==> src/rtl/ex_pkg.sv <==
// Execute stage package: data width, ALU operation codes, lane structs and op-class helpers.
`default_nettype none

package ex_pkg;

    localparam int DATA_WIDTH = 32;

    // Encoded from zero upward in the order listed.
    typedef enum logic [4:0] {
        ALU_ADD, ALU_SUB, ALU_SLL, ALU_SLT, ALU_SLTU, ALU_XOR, ALU_SRL, ALU_SRA,
        ALU_OR, ALU_AND, ALU_LUI, ALU_JAL, ALU_JALR,
        ALU_BEQ, ALU_BNE, ALU_BLT, ALU_BGE, ALU_BLTU, ALU_BGEU,
        ALU_LOAD, ALU_STORE, ALU_MUL, ALU_MULH, ALU_MULHU,
        ALU_DIV, ALU_DIVU, ALU_REM, ALU_REMU
    } alu_op_e;

    typedef struct packed {
        alu_op_e               op;
        logic [DATA_WIDTH-1:0] rs1_data;
        logic [DATA_WIDTH-1:0] rs2_data;
        logic [DATA_WIDTH-1:0] pc;
        logic [DATA_WIDTH-1:0] imm;
        logic                  sel_pc;
        logic                  sel_imm;
        logic                  compressed;
    } ex_issue_t;

    typedef struct packed {
        alu_op_e               op;
        logic [DATA_WIDTH-1:0] a;
        logic [DATA_WIDTH-1:0] b;
        logic [DATA_WIDTH-1:0] rs2_data;
        logic [DATA_WIDTH-1:0] pc;
        logic                  compressed;
    } ex_operand_t;

    typedef struct packed {
        logic [DATA_WIDTH-1:0] data;
        logic                  branch_taken;
        logic [DATA_WIDTH-1:0] branch_pc;
        logic                  ldst;
    } ex_result_t;

    function automatic logic is_cond_branch(alu_op_e op);
        return op inside {ALU_BEQ, ALU_BNE, ALU_BLT, ALU_BGE, ALU_BLTU, ALU_BGEU};
    endfunction

    function automatic logic is_div_op(alu_op_e op);
        return op inside {ALU_DIV, ALU_DIVU, ALU_REM, ALU_REMU};
    endfunction

endpackage

`default_nettype wire
==> src/rtl/ex_issue.sv <==
// Issue block: per-lane operand selection from the issue words of a bundle.
`timescale 1ns/1ps
`default_nettype none

module ex_issue #(
    parameter int NUM_LANES = 2
) (
    input  ex_pkg::ex_issue_t   [NUM_LANES-1:0] issue_i,
    output ex_pkg::ex_operand_t [NUM_LANES-1:0] operand_o
);
    import ex_pkg::*;

    always_comb begin
        for (int k = 0; k < NUM_LANES; k++) begin
            operand_o[k].op         = issue_i[k].op;
            operand_o[k].pc         = issue_i[k].pc;
            operand_o[k].rs2_data   = issue_i[k].rs2_data;
            operand_o[k].compressed = issue_i[k].compressed;

            // Branches always compare register values, so a stays on rs1.
            if (issue_i[k].sel_pc && !is_cond_branch(issue_i[k].op)) begin
                operand_o[k].a = issue_i[k].pc;
            end else begin
                operand_o[k].a = issue_i[k].rs1_data;
            end

            if (issue_i[k].sel_imm) begin
                operand_o[k].b = issue_i[k].imm;
            end else begin
                operand_o[k].b = issue_i[k].rs2_data;
            end
        end
    end

endmodule

`default_nettype wire

==> config.mk <==
export PLATFORM = sky130hd
export DESIGN_NAME = ex_issue
export DESIGN_NICKNAME = d
export VERILOG_FILES = /design/src/rtl/ex_pkg.sv /design/src/rtl/ex_issue.sv
export SDC_FILE = /design/constraint.sdc
export NUM_CORES = 1
export LEC_CHECK = 0
export ABC_AREA = 1
export ABC_CLOCK_PERIOD_IN_PS = 1100
export BUFFER_PORTS_ARGS = -buffer_cell sky130_fd_sc_hd__buf_2
export CAP_MARGIN = 20
export CORE_AREA = 2 2 212 214
export DETAILED_ROUTE_END_ITERATION = 10
export DIE_AREA = 0 0 214 216
export SETUP_SLACK_MARGIN = 0.05
export SLEW_MARGIN = 20
export SYNTH_ARGS = -nofsm -noshare
export SYNTH_HDL_FRONTEND = slang
export SYNTH_SLANG_ARGS = --single-unit
==> constraint.sdc <==
create_clock -name vclk -period 1.1
set_clock_uncertainty 0.2 [all_clocks]
set_input_delay 0.055 -clock vclk [all_inputs]
set_output_delay 0.055 -clock vclk [all_outputs]
set_load 0.02 [all_outputs]
==> metrics, run 1 <==
antenna violations before repair 3; power per cell area around 560 nW/µm²; Yosys warning count 0; Core Area 43800 µm²; total track usage 7.86%; unrepaired setup endpoints after global routing yes; critical-path cell list buf_8 > inv_4 > nand2_4 > nand3_4 > nand3_4 > buf_12 > buf_16 > nand2_4 > nand2_2 > buf_6; commonest non-fill, non-tap cells in the layout 400 x buf_2, 135 x buf_6, 64 x nand4_1; vias per cell approximately 3.3; worst setup margin -0.227 ns; GRT overflow 0; final hold viol count 0; # Max-Cap Violations 0; crit-path max FO 6; max-slew violation count 0; LEAKAGE about 4.1 nW; final WL between 20000 and 25000 µm; die area ~46000 µm²; Power Total approximately 4.2 mW; Post-route DRC 0; io pins 540; Final setup viols 64; largest net degree at the start of global routing 33; fin crit share 121%; drt first pass iters 4; first-pass GRT wire length between 20000 and 30000 µm; Top delay family on crit path buffers and inverters; Startpoint Class input pin; FF+latch count 0; Hold WC Path Type in2out; routability cong. 0.839; PortBufs roughly 540; layout cells sized above 1 between 80% and 90%; Setup CP Type in2out; vias in the first global route 4502; worst path bufs/invs 5; DRT antenna net count 0; Layout area overhead 156%; filler cell count between 4000 and 5000; Critical-path top delay cell buf_12; Mapped Nets around 720; sequential element share of the synthesized area 0%; share of the synthesized area in the top cell type a little under two fifths; crit path time final about 1.3 ns; 1st-iter DRT viols 260; Worst Tran Pin Value approximately 0.22 ns; Post-Synthesis Cells 450; mapped cell area between 2000 and 3000 µm²; synth top area cells buf_4 38%, mux2_2 23%, nand2_1 17%, nand4_1 14%, buf_2 2.2%; CP Capture Type output port; Rows 77; critical path's largest stage delay between 0.15 and 0.2 ns; Final HPWL DP 15800 µm; Mean Syn Cell Area 6.57 µm²; via count between 4000 and 5000; area leader, netlist buf_4; Die Ht ~220 µm; worst hold start issue_i[132]; clkbuf count 0; WP data arrival around 1.1 ns; commonest non-fill, non-tap cell in the layout buf_2; Required @ worst endpoint around 0.84 ns; Yosys cell types 13; Fmax achieved 754 MHz; starting density of the core 6.74%; status finished with violations; Reg area 0 µm²; failing checks setup timing; die width between 200 and 250 µm; Nets approximately 1100; Worst VDD drop approximately 0.00023 V; utilization after layout ~17%; wire per inst about 15 µm; slew margin rel. between 80 and 90%; critical path launch point issue_i[268]
[area by class of cell]
| cell class | count | area [µm²] | share of cell area, % |
|---|---|---|---|
| inverter | 6 | 30.0 | 0.397 |
| timing repair buffer | 588 | 4460 | 59.0 |
| antenna | 1 | 2.50 | 0.0331 |
| tap | 592 | 741 | 9.80 |
| multi-input combinational | 270 | 2330 | 30.8 |
[power breakdown]
group / internal, mW / total, mW / switching (mW)
Sequential: 0 / 0 / 0
Combinational: 2.07 / 4.25 / 2.18
Clock: 0.000000121 / 0.000000121 / 0
[through the flow]
step / hold WS [ns] / instance area, µm² / cells / TNS (ns) / setup slack (ns)
4_1_cts: 0.139 / 7170 / 1461 / -13.34 / -0.245
6_report: 0.139 / 7560 / 1457 / -10.07 / -0.227
2_1_floorplan: 0.0226 / 2960 / 450 / 0 / 0.0365
3_3_place_gp: -0.0899 / 5480 / 1432 / -15.79 / -0.336
3_5_place_dp: -0.0899 / 5480 / 1432 / -15.81 / -0.323
5_1_grt: 0.141 / 7560 / 1457 / -14.55 / -0.307
[repair_timing]
action	4_1_cts	5_1_grt
setup buffers	13	0
gates resized for setup	352	148
pin swaps	19	62
hold buffers	2	0
endpoints found under the hold margin	2	0
gates cloned	15	2
endpoints found under the setup margin	128	94
[synthesized netlist by cell type, drive strengths merged]
library cell / number
nand2: 132
inv: 6
nor2: 4
clkbuf: 8
mux2: 64
nand4: 64
nand3: 6
buf: 166
[per-layer routing]
metal	track usage, %	vias to the layer above	share of wire [%]
met4	0.490	4	0.67
met1	10.5	2280	41
met2	13.9	296	51
met5	0	-	0.12
met3	1.06	14	7.1
li1	-	2222	-
[logic make-up (layout without fill, tap and decap cells)]
kind of cell | after synthesis | after routing | synth area share, %
AND/OR/NAND/NOR | 206 | 206 | 32.7
buffers and inverters | 180 | 594 | 43.0
other | 0 | 1 | 0
multiplexers | 64 | 64 | 24.4
[final timing paths]
| path | end | depth (start not counted) |
|---|---|---|
| worst max-delay path | operand_o[249] | 10 |
| worst min-delay path | operand_o[130] | 2 |
Note: power is estimated with default switching activity, not from simulation.
==> run 2: changes to the inputs <==
- GPL_TIMING_DRIVEN: unset -> 0
==> run 2 against run 1 <==
Compared with the run above: clock-buffer cell count unchanged; sequential share of layout area unchanged; maximum frequency down 5.2%; the flow still finishes with violations (setup timing); critical path type unchanged.
==> metrics, run 2 (synthesized netlist as in run 1, its figures left out) <==
Sw Pwr 2.28 mW (+4.4%); CTS Hold Bufs 0 (-2); commonest non-fill, non-tap cell in the layout buf_2; crit-path max FO 5 (-1); LEAKAGE 4.79 nW (+17%); CP Capture Type output port; Hold WC Path Type in2out; largest net degree at the start of global routing 11 (-67%); io pins 540 (unchanged); utilization after layout 19.7% (+2.5 points); Setup CP Type in2out; Final setup viols 80 (+25%); Sw Ratio 49.2% (-2.1 points); slew margin rel. 84.3% (-1.1 points); first-pass GRT wire length 30600 µm (+8.9%); clock power share 0% (unchanged); crit path time final 1.40 ns (+0.0727 ns); total track usage 8.42% (+0.55 points); Startpoint Class input pin; antenna violations before repair 2 (-1); power per cell area 535 nW/µm² (-4.7%); WP data arrival 1.14 ns (+0.07 ns); Required @ worst endpoint 0.84 ns (about the same); Worst VDD drop 0.000205 V (-11%); Worst Tran Pin Value 0.235 ns (+0.0167 ns); filler cell count 4815 (-1.8%); Nets 1291 (+13%); Critical-path top delay cell buf_6; critical path's largest stage delay 0.21 ns (+0.03 ns); DRT antenna net count 0 (unchanged); fin crit share 127% (+6.6 points); Rows 77 (unchanged); starting density of the core 6.74% (unchanged); final hold viol count 0 (unchanged); Final Cell Area 8640 µm² (+14%); failing checks setup timing; Die Ht 216 µm (unchanged); vias in the first global route 5027 (+12%); Post-route DRC 0 (unchanged); vias per cell 3.29 (-0.37%); Fmax achieved 715 MHz (-5.2%); via count 5299 (+10%); Most Frequent Cell on Critical Path buf_6; Layout area overhead 192%; Reg area 0 µm² (unchanged); # Max-Cap Violations 0 (unchanged); clkbuf count 0 (unchanged); FF+latch count 0 (unchanged); drt first pass iters 4 (unchanged); worst setup margin -0.299 ns (-0.0727 ns); status finished with violations; critical path launch point issue_i[134]; cell internal pwr 2.35 mW (+14%); GRT overflow 0 (unchanged); routability cong. 0.855 (+1.9%); commonest non-fill, non-tap cells in the layout 410 x buf_2, 147 x buf_4, 143 x buf_6; Multi-input gate area 2390 µm² (+2.8%); die area 46200 µm² (unchanged); wire per inst 14.0 µm (-5.2%); critical-path cell list buf_8 > inv_4 > nor2_4 > nand3_4 > buf_6 > clkbuf_16 > nand4_1 > nand2_4 > buf_6; sequential fraction of design power 0% (unchanged); combinational power share 100.0% (about the same); dpl cell area 6370 µm² (+16%); PortBufs 534 (-0.37%); unrepaired setup endpoints after global routing yes; Core Area 43800 µm² (unchanged); Final HPWL DP 17400 µm (+10%); 1st-iter DRT viols 202 (-22%); die width 214 µm (unchanged); n_diodes 0 (-1); final WL 22600 µm (+4.7%); max-slew violation count 0 (unchanged); worst hold start issue_i[0]; layout cells sized above 1 90.1% (+3.3 points)
-- run 2: through the flow --
step	setup slack [ns]	power, mW	TNS, ns	hold WS (ns)	cells
final	-0.299	4.63	-14.75	0.128	1609
after floorplan	0.0365	1.94	0	0.0226	450
after CTS	-0.384	4.41	-17.31	0.130	1609
after detailed placement	-0.901	3.32	-46.32	0.129	1576
after global placement	-0.921	3.32	-47.11	0.128	1576
after global routing	-0.407	4.85	-19.99	0.132	1609
-- run 2: power groups by stage --
| stage | sequential, mW | clock, mW | combinational [mW] |
|---|---|---|---|
| after floorplan | 0 | 0 | 1.94 |
| after global placement | 0 | 0 | 3.32 |
| after detailed placement | 0 | 0 | 3.32 |
| after CTS | 0 | 0 | 4.41 |
| after global routing | 0 | 0 | 4.85 |
| final | 0 | 0 | 4.63 |
-- run 2: worst max-delay path, delay by kind of cell --
family,cells,cell delay (ns)
buffers and inverters,5,0.61
AND/OR/NAND/NOR,4,0.45
-- run 2: cell type report --
class,instances,area share (%)
Timing Repair Buffer,570,46.9
Multi-Input combinational cell,270,27.7
Buffer,171,16.4
Tap cell,592,8.57
Inverter,6,0.405
-- run 2: worst paths after layout --
check | to | slack, ns | depth (start not counted)
max | operand_o[97] | -0.30 | 9
min | operand_o[0] | 0.13 | 2
-- run 2: metal layers --
| metal | up-vias | track usage, % | wire length [µm] |
|---|---|---|---|
| met5 | - | 0 | 13 |
| li1 | 2523 | - | - |
| met1 | 2451 | 10.8 | 9160 |
| met3 | 22 | 1.52 | 1620 |
| met2 | 301 | 15.0 | 11500 |
| met4 | 2 | 1.07 | 337 |
-- run 2: what timing repair did --
item / 4_1_cts / 5_1_grt
endpoints found under the hold margin: 0 / 0
gates cloned: 15 / 2
resized for setup: 456 / 118
setup buffers: 18 / 6
endpoints found under the setup margin: 128 / 125
pin swaps: 28 / 23
