===== config.mk =====
export PLATFORM = sky130hd
export DESIGN_NAME = ex_lane
export DESIGN_NICKNAME = d
export VERILOG_FILES = /design/src/rtl/ex_pkg.sv /design/src/rtl/ex_lane.sv /design/src/rtl/ex_muldiv.sv /design/src/rtl/ex_alu.sv
export SDC_FILE = /design/constraint.sdc
export NUM_CORES = 2
export LEC_CHECK = 0
export BUFFER_PORTS_ARGS = -buffer_cell sky130_fd_sc_hd__buf_2
export CORE_MARGIN = 4
export CORE_UTILIZATION = 45
export DETAILED_ROUTE_END_ITERATION = 16
export GPL_TIMING_DRIVEN = 0
export SYNTH_ARGS = -nofsm -noshare
export SYNTH_HDL_FRONTEND = slang
export SYNTH_HIERARCHICAL = 1
export SYNTH_SLANG_ARGS = --single-unit

===== constraint.sdc =====
create_clock -name clk -period 12.1 [get_ports clk]
set_input_delay 1.815 -clock clk [delete_from_list [all_inputs] [get_ports clk]]
set_output_delay 1.815 -clock clk [all_outputs]
set_load 0.05 [all_outputs]

===== src/rtl/ex_pkg.sv =====
// Execute stage package: data width, ALU operation codes, lane structs and op-class helpers.
`default_nettype none

package ex_pkg;

    localparam int DATA_WIDTH = 32;

    // Encoded from zero upward in the order listed.
    typedef enum logic [4:0] {
        ALU_ADD, ALU_SUB, ALU_SLL, ALU_SLT, ALU_SLTU, ALU_XOR, ALU_SRL, ALU_SRA,
        ALU_OR, ALU_AND, ALU_LUI, ALU_JAL, ALU_JALR,
        ALU_BEQ, ALU_BNE, ALU_BLT, ALU_BGE, ALU_BLTU, ALU_BGEU,
        ALU_LOAD, ALU_STORE, ALU_MUL, ALU_MULH, ALU_MULHU,
        ALU_DIV, ALU_DIVU, ALU_REM, ALU_REMU
    } alu_op_e;

    typedef struct packed {
        alu_op_e               op;
        logic [DATA_WIDTH-1:0] rs1_data;
        logic [DATA_WIDTH-1:0] rs2_data;
        logic [DATA_WIDTH-1:0] pc;
        logic [DATA_WIDTH-1:0] imm;
        logic                  sel_pc;
        logic                  sel_imm;
        logic                  compressed;
    } ex_issue_t;

    typedef struct packed {
        alu_op_e               op;
        logic [DATA_WIDTH-1:0] a;
        logic [DATA_WIDTH-1:0] b;
        logic [DATA_WIDTH-1:0] rs2_data;
        logic [DATA_WIDTH-1:0] pc;
        logic                  compressed;
    } ex_operand_t;

    typedef struct packed {
        logic [DATA_WIDTH-1:0] data;
        logic                  branch_taken;
        logic [DATA_WIDTH-1:0] branch_pc;
        logic                  ldst;
    } ex_result_t;

    function automatic logic is_cond_branch(alu_op_e op);
        return op inside {ALU_BEQ, ALU_BNE, ALU_BLT, ALU_BGE, ALU_BLTU, ALU_BGEU};
    endfunction

    function automatic logic is_div_op(alu_op_e op);
        return op inside {ALU_DIV, ALU_DIVU, ALU_REM, ALU_REMU};
    endfunction

endpackage

`default_nettype wire

===== src/rtl/ex_lane.sv =====
// Execution lane: ALU and multiply/divide unit with result selection.
`timescale 1ns/1ps
`default_nettype none

module ex_lane (
    input  logic                clk,
    input  logic                arst_n_i,
    input  logic                start_i,
    input  ex_pkg::ex_operand_t operand_i,
    output ex_pkg::ex_result_t  result_o,
    output logic                needs_wait_o,
    output logic                busy_o,
    output logic                done_o
);
    import ex_pkg::*;

    ex_result_t            alu_result;
    logic [DATA_WIDTH-1:0] md_data;
    logic                  is_m;

    ex_alu ex_alu_i (
        .operand_i (operand_i),
        .result_o  (alu_result)
    );

    ex_muldiv ex_muldiv_i (
        .clk       (clk),
        .arst_n_i  (arst_n_i),
        .start_i   (start_i),
        .operand_i (operand_i),
        .data_o    (md_data),
        .busy_o    (busy_o),
        .done_o    (done_o)
    );

    assign needs_wait_o = is_div_op(operand_i.op);
    assign is_m         = needs_wait_o || operand_i.op inside {ALU_MUL, ALU_MULH, ALU_MULHU};

    always_comb begin
        result_o = alu_result;
        // A divide in flight owns the lane output, whatever the source now holds.
        if (busy_o) begin
            result_o      = '0;
            result_o.data = md_data;
        end else if (is_m) begin
            result_o.data = md_data;
        end
    end

endmodule

`default_nettype wire


===== src/rtl/ex_muldiv.sv =====
// Multiply/divide unit: single-cycle multiply and a 32-step restoring divider.
`timescale 1ns/1ps
`default_nettype none

module ex_muldiv (
    input  logic                          clk,
    input  logic                          arst_n_i,
    input  logic                          start_i,
    input  ex_pkg::ex_operand_t           operand_i,
    output logic [ex_pkg::DATA_WIDTH-1:0] data_o,
    output logic                          busy_o,
    output logic                          done_o
);
    import ex_pkg::*;

    localparam int W = DATA_WIDTH;

    logic [2*W-1:0] prod_uu;
    logic [2*W-1:0] prod_ss;
    logic           div_start;
    logic           is_signed;
    logic           a_neg;
    logic           b_neg;
    logic [W-1:0]   mag_a;
    logic [W-1:0]   mag_b;
    logic [W-1:0]   rem_in;
    logic [W-1:0]   quo_in;
    logic [W-1:0]   dvsr_in;
    logic [W:0]     rem_shift;
    logic [W:0]     diff;
    logic [W-1:0]   rem_q;
    logic [W-1:0]   quo_q;
    logic [W-1:0]   dvsr_q;
    logic [4:0]     cnt_q;
    logic           busy_q;
    logic           done_q;
    logic           neg_quo_q;
    logic           neg_rem_q;
    logic           want_rem_q;
    logic [W-1:0]   div_result;

    assign prod_uu = {{W{1'b0}}, operand_i.a} * {{W{1'b0}}, operand_i.b};
    assign prod_ss = {{W{operand_i.a[W-1]}}, operand_i.a} * {{W{operand_i.b[W-1]}}, operand_i.b};

    assign div_start = start_i && is_div_op(operand_i.op);
    assign is_signed = operand_i.op inside {ALU_DIV, ALU_REM};
    assign a_neg     = is_signed && operand_i.a[W-1];
    assign b_neg     = is_signed && operand_i.b[W-1];
    assign mag_a     = a_neg ? -operand_i.a : operand_i.a;
    assign mag_b     = b_neg ? -operand_i.b : operand_i.b;

    // The first step runs on the start edge straight from the operands.
    assign rem_in    = div_start ? '0 : rem_q;
    assign quo_in    = div_start ? mag_a : quo_q;
    assign dvsr_in   = div_start ? mag_b : dvsr_q;
    assign rem_shift = {rem_in, quo_in[W-1]};
    assign diff      = rem_shift - {1'b0, dvsr_in};

    always_ff @(posedge clk or negedge arst_n_i) begin
        if (!arst_n_i) begin
            busy_q <= 1'b0;
            done_q <= 1'b0;
            cnt_q  <= '0;
        end else if (div_start) begin
            busy_q <= 1'b1;
            done_q <= 1'b0;
            cnt_q  <= 5'd31;
        end else if (done_q) begin
            busy_q <= 1'b0;
            done_q <= 1'b0;
        end else if (busy_q) begin
            cnt_q <= cnt_q - 5'd1;
            if (cnt_q == 5'd1) begin
                done_q <= 1'b1;
            end
        end
    end

    always_ff @(posedge clk) begin
        if (div_start) begin
            dvsr_q     <= mag_b;
            neg_quo_q  <= (a_neg ^ b_neg) && (operand_i.b != '0);
            neg_rem_q  <= a_neg;
            want_rem_q <= operand_i.op inside {ALU_REM, ALU_REMU};
        end
        if (div_start || (busy_q && !done_q)) begin
            rem_q <= diff[W] ? rem_shift[W-1:0] : diff[W-1:0];
            quo_q <= {quo_in[W-2:0], ~diff[W]};
        end
    end

    // Divide by zero and overflow fall out of the magnitude divider and the sign fix.
    assign div_result = want_rem_q ? (neg_rem_q ? -rem_q : rem_q)
                                   : (neg_quo_q ? -quo_q : quo_q);

    always_comb begin
        if (busy_q) begin
            data_o = div_result;
        end else begin
            case (operand_i.op)
                ALU_MUL:   data_o = prod_uu[W-1:0];
                ALU_MULH:  data_o = prod_ss[2*W-1:W];
                ALU_MULHU: data_o = prod_uu[2*W-1:W];
                default:   data_o = div_result;
            endcase
        end
    end

    assign busy_o = busy_q;
    assign done_o = done_q;

    assert property (@(posedge clk) disable iff (!arst_n_i) start_i |-> !busy_o)
        else $error("start seen while the divider is busy");
    assert property (@(posedge clk) disable iff (!arst_n_i) done_o |=> !done_o)
        else $error("done held longer than one cycle");

endmodule

`default_nettype wire


===== src/rtl/ex_alu.sv =====
// Integer ALU with arithmetic, logic, shifts, branch compare, jump targets and load/store address.
`timescale 1ns/1ps
`default_nettype none

module ex_alu (
    input  ex_pkg::ex_operand_t operand_i,
    output ex_pkg::ex_result_t  result_o
);
    import ex_pkg::*;

    logic [DATA_WIDTH-1:0] a;
    logic [DATA_WIDTH-1:0] b;
    logic [DATA_WIDTH-1:0] rs2;
    logic [DATA_WIDTH-1:0] sum;
    logic [DATA_WIDTH-1:0] link;
    logic [4:0]            shamt;
    logic                  cmp_taken;

    assign a     = operand_i.a;
    assign b     = operand_i.b;
    assign rs2   = operand_i.rs2_data;
    assign sum   = a + b;
    assign shamt = b[4:0];
    // Link address skips a 16-bit or a 32-bit instruction.
    assign link  = operand_i.pc + (operand_i.compressed ? 32'd2 : 32'd4);

    always_comb begin
        case (operand_i.op)
            ALU_BEQ:  cmp_taken = (a == rs2);
            ALU_BNE:  cmp_taken = (a != rs2);
            ALU_BLT:  cmp_taken = ($signed(a) < $signed(rs2));
            ALU_BGE:  cmp_taken = ($signed(a) >= $signed(rs2));
            ALU_BLTU: cmp_taken = (a < rs2);
            ALU_BGEU: cmp_taken = (a >= rs2);
            default:  cmp_taken = 1'b0;
        endcase
    end

    always_comb begin
        result_o = '0;
        case (operand_i.op)
            ALU_ADD:  result_o.data = sum;
            ALU_SUB:  result_o.data = a - b;
            ALU_SLL:  result_o.data = a << shamt;
            ALU_SLT:  result_o.data = {{(DATA_WIDTH-1){1'b0}}, $signed(a) < $signed(b)};
            ALU_SLTU: result_o.data = {{(DATA_WIDTH-1){1'b0}}, a < b};
            ALU_XOR:  result_o.data = a ^ b;
            ALU_SRL:  result_o.data = a >> shamt;
            ALU_SRA:  result_o.data = $signed(a) >>> shamt;
            ALU_OR:   result_o.data = a | b;
            ALU_AND:  result_o.data = a & b;
            ALU_LUI:  result_o.data = b;
            ALU_JAL, ALU_JALR: begin
                result_o.data         = link;
                result_o.branch_taken = 1'b1;
                result_o.branch_pc    = {sum[DATA_WIDTH-1:1],
                                         sum[0] & (operand_i.op != ALU_JALR)};
            end
            ALU_BEQ, ALU_BNE, ALU_BLT, ALU_BGE, ALU_BLTU, ALU_BGEU: begin
                result_o.branch_taken = cmp_taken;
                result_o.branch_pc    = operand_i.pc + b;
            end
            ALU_LOAD, ALU_STORE: begin
                result_o.data = sum;
                result_o.ldst = 1'b1;
            end
            // M operations are produced by the multiply/divide unit.
            default: result_o = '0;
        endcase
    end

endmodule

`default_nettype wire


==> flow_summary.json <==
{
  "wl_per_cell_um": 33.5,
  "r2r_cells": 18,
  "rsz0062_at_grt": "true",
  "holdWs_ns": 0.479,
  "syn_nets": 11000,
  "crit_start": "operand_i[87]",
  "cts_root_buf": "clkbuf_16",
  "io_buffers": 205,
  "num_vias": 70500,
  "first_iter_violations": 8522,
  "grt_pass1_vias": 70700,
  "cp_slowest_cell": "fa_2",
  "antenna_left": 0,
  "ctsHtreeMaxLevel": 3,
  "setup_ws_ns": -0.569,
  "multiInputGateArea_um2": 65600,
  "violations": "capacitance limit, slew limit, setup timing",
  "num_rows": 149,
  "dp_cells": 11200,
  "die_x_um": 415,
  "grt_pass1_wl_um": 530000,
  "grt_max_degree": 65,
  "maxCapViolations": 3,
  "outcome": "finished with violations",
  "fin_util_pct": 53.4,
  "cts_buffers": 9,
  "synth_cells": 8757,
  "post-route-min-period_ns": 12.67,
  "cp_max_fo": 12,
  "clock_sinks": 106,
  "layout_commonest_cell": "inv_1",
  "synth-edff-count": 67,
  "timing.fmax_mhz": 78.9,
  "yosysWarnings": 6,
  "drive_above_1_share_pct": 15.0,
  "syn-cell-area_um2": 74500,
  "hold_class": "flop to flop",
  "start_util_pct": 45.2,
  "timing_worst_slew_pin_value_ns": 1.63,
  "worstHoldStart": "ex_muldiv_i/dvsr_q[12]",
  "synth_seq_cells": 106,
  "synthFlopType": "edfxtp_1",
  "worstPathRequired_ns": 10.28,
  "seqCellArea_um2": 2830,
  "path_clk_slew_ns": 0.07,
  "synthDistinctLibCells": 110,
  "grt-ovfl-total": 0,
  "fill_cells": 15400,
  "critPathArrivalTime_ns": 10.85,
  "core_area_um2": 165000,
  "post_drt_via_cell_ratio": 6.14,
  "drt_first_pass_iters": 9,
  "gp_congestion": 1.06,
  "areaGrowthSynthToFinish_pct": 18.2,
  "async_reset_ff_share_pct": 6.60,
  "hpwlAfterDp_um": 313000,
  "finalSetupViolations": 31,
  "die_area_um2": 172000,
  "grt_antenna_before_repair": 47,
  "crit-reg2reg-launch": "ex_muldiv_i/quo_q[31]",
  "die_y_um": 415,
  "path_buf_inv": 8,
  "final_hold_viol_count": 0,
  "syn_avg_cell_area_um2": 8.50,
  "fin_skew_ns": 0.00954,
  "cts_tree": "done",
  "grt_use_total_pct": 43.2,
  "slew_headroom_pct": -9.76,
  "path_delay_family": "adder cells",
  "clk_latency_ns": 0.36,
  "worstSetupPathType": "input pin to output port",
  "mostFrequentLayoutCells": "1,723 x inv_1, 1,392 x fa_1, 884 x nand2_1",
  "finalWirelength_um": 384000,
  "io-pin-count": 206,
  "crit_path_end_kind": "output port",
  "fin_crit_sh_pct": 105,
  "fin_cells": 11500,
  "max_stage_delay_ns": 0.64,
  "min_path_cells": 2,
  "drc": 0,
  "critPathMostFrequentCell": "fa_1",
  "cp-start-kind": "input pin",
  "yosysSeqAreaShare_pct": 3.80,
  "crit_cells": 33,
  "clk_path_buf_depth": 2,
  "ctsHoldBuffers": 0,
  "nets": 11500,
  "final_max_slew_viol_count": 12
}
==> registers in the layout (all words and copies together) (netlist names) <==
| name | flops |
|---|---|
| ex_muldiv_i/quo_q | 32 |
| ex_muldiv_i/neg_rem_q | 1 |
| ex_muldiv_i/rem_q | 32 |
| ex_muldiv_i/dvsr_q | 32 |
| ex_muldiv_i/neg_quo_q | 1 |
| ex_muldiv_i/done_o | 1 |
| ex_muldiv_i/cnt_q | 5 |
| ex_muldiv_i/busy_o | 1 |
| ex_muldiv_i/want_rem_q | 1 |
==> logic make-up after synthesis <==
family	count (synthesis)	synth area share [%]
AOI/OAI and AO/OA	1469	13.4
xor gates and xnor gates	329	3.87
adders and majority gates	2060	49.5
buffers and inverters	2272	11.6
DFF	106	3.80
muxes	118	1.95
and+or+nand+nor	2403	15.9
==> worst paths after layout <==
check,end,slack (ns)
max in group asynchronous,ex_muldiv_i/busy_o,10.65
min,ex_muldiv_i/dvsr_q[12],0.48
max,result_o[64],-0.57
min reg2reg,ex_muldiv_i/dvsr_q[12],0.48
min in group asynchronous,ex_muldiv_i/done_o,1.28
max reg2reg,ex_muldiv_i/rem_q[19],7.42
==> worst min-delay path: stages, from the launching register on <==
cell and delay [ns]:
dfxtp_1 0.31, nand2_1 0.04, o21ai_0 0.09
==> cell type report <==
type,count,area share [%]
diodes,26,0.0739
plain buffers,418,4.77
clock buffers,11,0.300
clock inverters,5,0.0455
inverters,1783,7.64
multi-input cells,6379,74.6
flip-flops and latches,106,3.21
well taps,2189,3.11
repair buffers,556,6.29
==> Yosys cell counts, types with 38 or more instances <==
cell type	number	area share (%)
a31oi_1	38	0.32
nand3_1	150	1.0
o2111ai_1	45	0.53
nand2b_1	58	0.49
nor3_1	75	0.50
o211ai_1	42	0.42
mux2i_1	70	0.94
a211oi_1	61	0.61
xnor2_1	188	2.2
clkbuf_1	402	2.0
edfxtp_1	67	2.7
fa_1	1476	40
o21ai_0	320	2.2
a21oi_1	333	2.2
xor2_1	141	1.7
and2_1	584	4.9
ha_1	584	9.8
a221oi_1	57	0.67
o31ai_1	52	0.52
buf_1	42	0.21
nand4_1	58	0.49
inv_1	1778	9.0
o22ai_1	48	0.40
nor2_1	305	1.5
nor2b_1	96	0.81
o21a_1	38	0.38
a21o_1	118	1.2
nand2_1	913	4.6
==> per-layer routing <==
layer	GRT usage, %	vias to the layer above	part of all wire [%]
li1	-	28900	-
met1	57.8	36000	39
met2	61.0	4614	41
met3	13.9	965	13
met4	25.7	6	7.5
met5	0.500	-	0.0099
==> timing repair <==
action,in CTS,in global routing
resized for setup,1311,422
setup buffers,136,196
pin swaps,223,226
setup endpoints to repair,32,32
gates cloned,2,8
==> metrics by stage <==
step                      area, um2  setup TNS (ns)  worst slack (ns)
after floorplan               74500               0            0.0218
after global placement        78300         -140.84             -5.53
after detailed placement      78500         -107.05             -3.95
after CTS                     85000           -6.66            -0.491
after global routing          88000          -12.25            -0.639
final                         88000           -7.87            -0.569
Power is not shown: default switching activity piles up to over one toggle a cycle in this logic, so the estimate is an artifact.
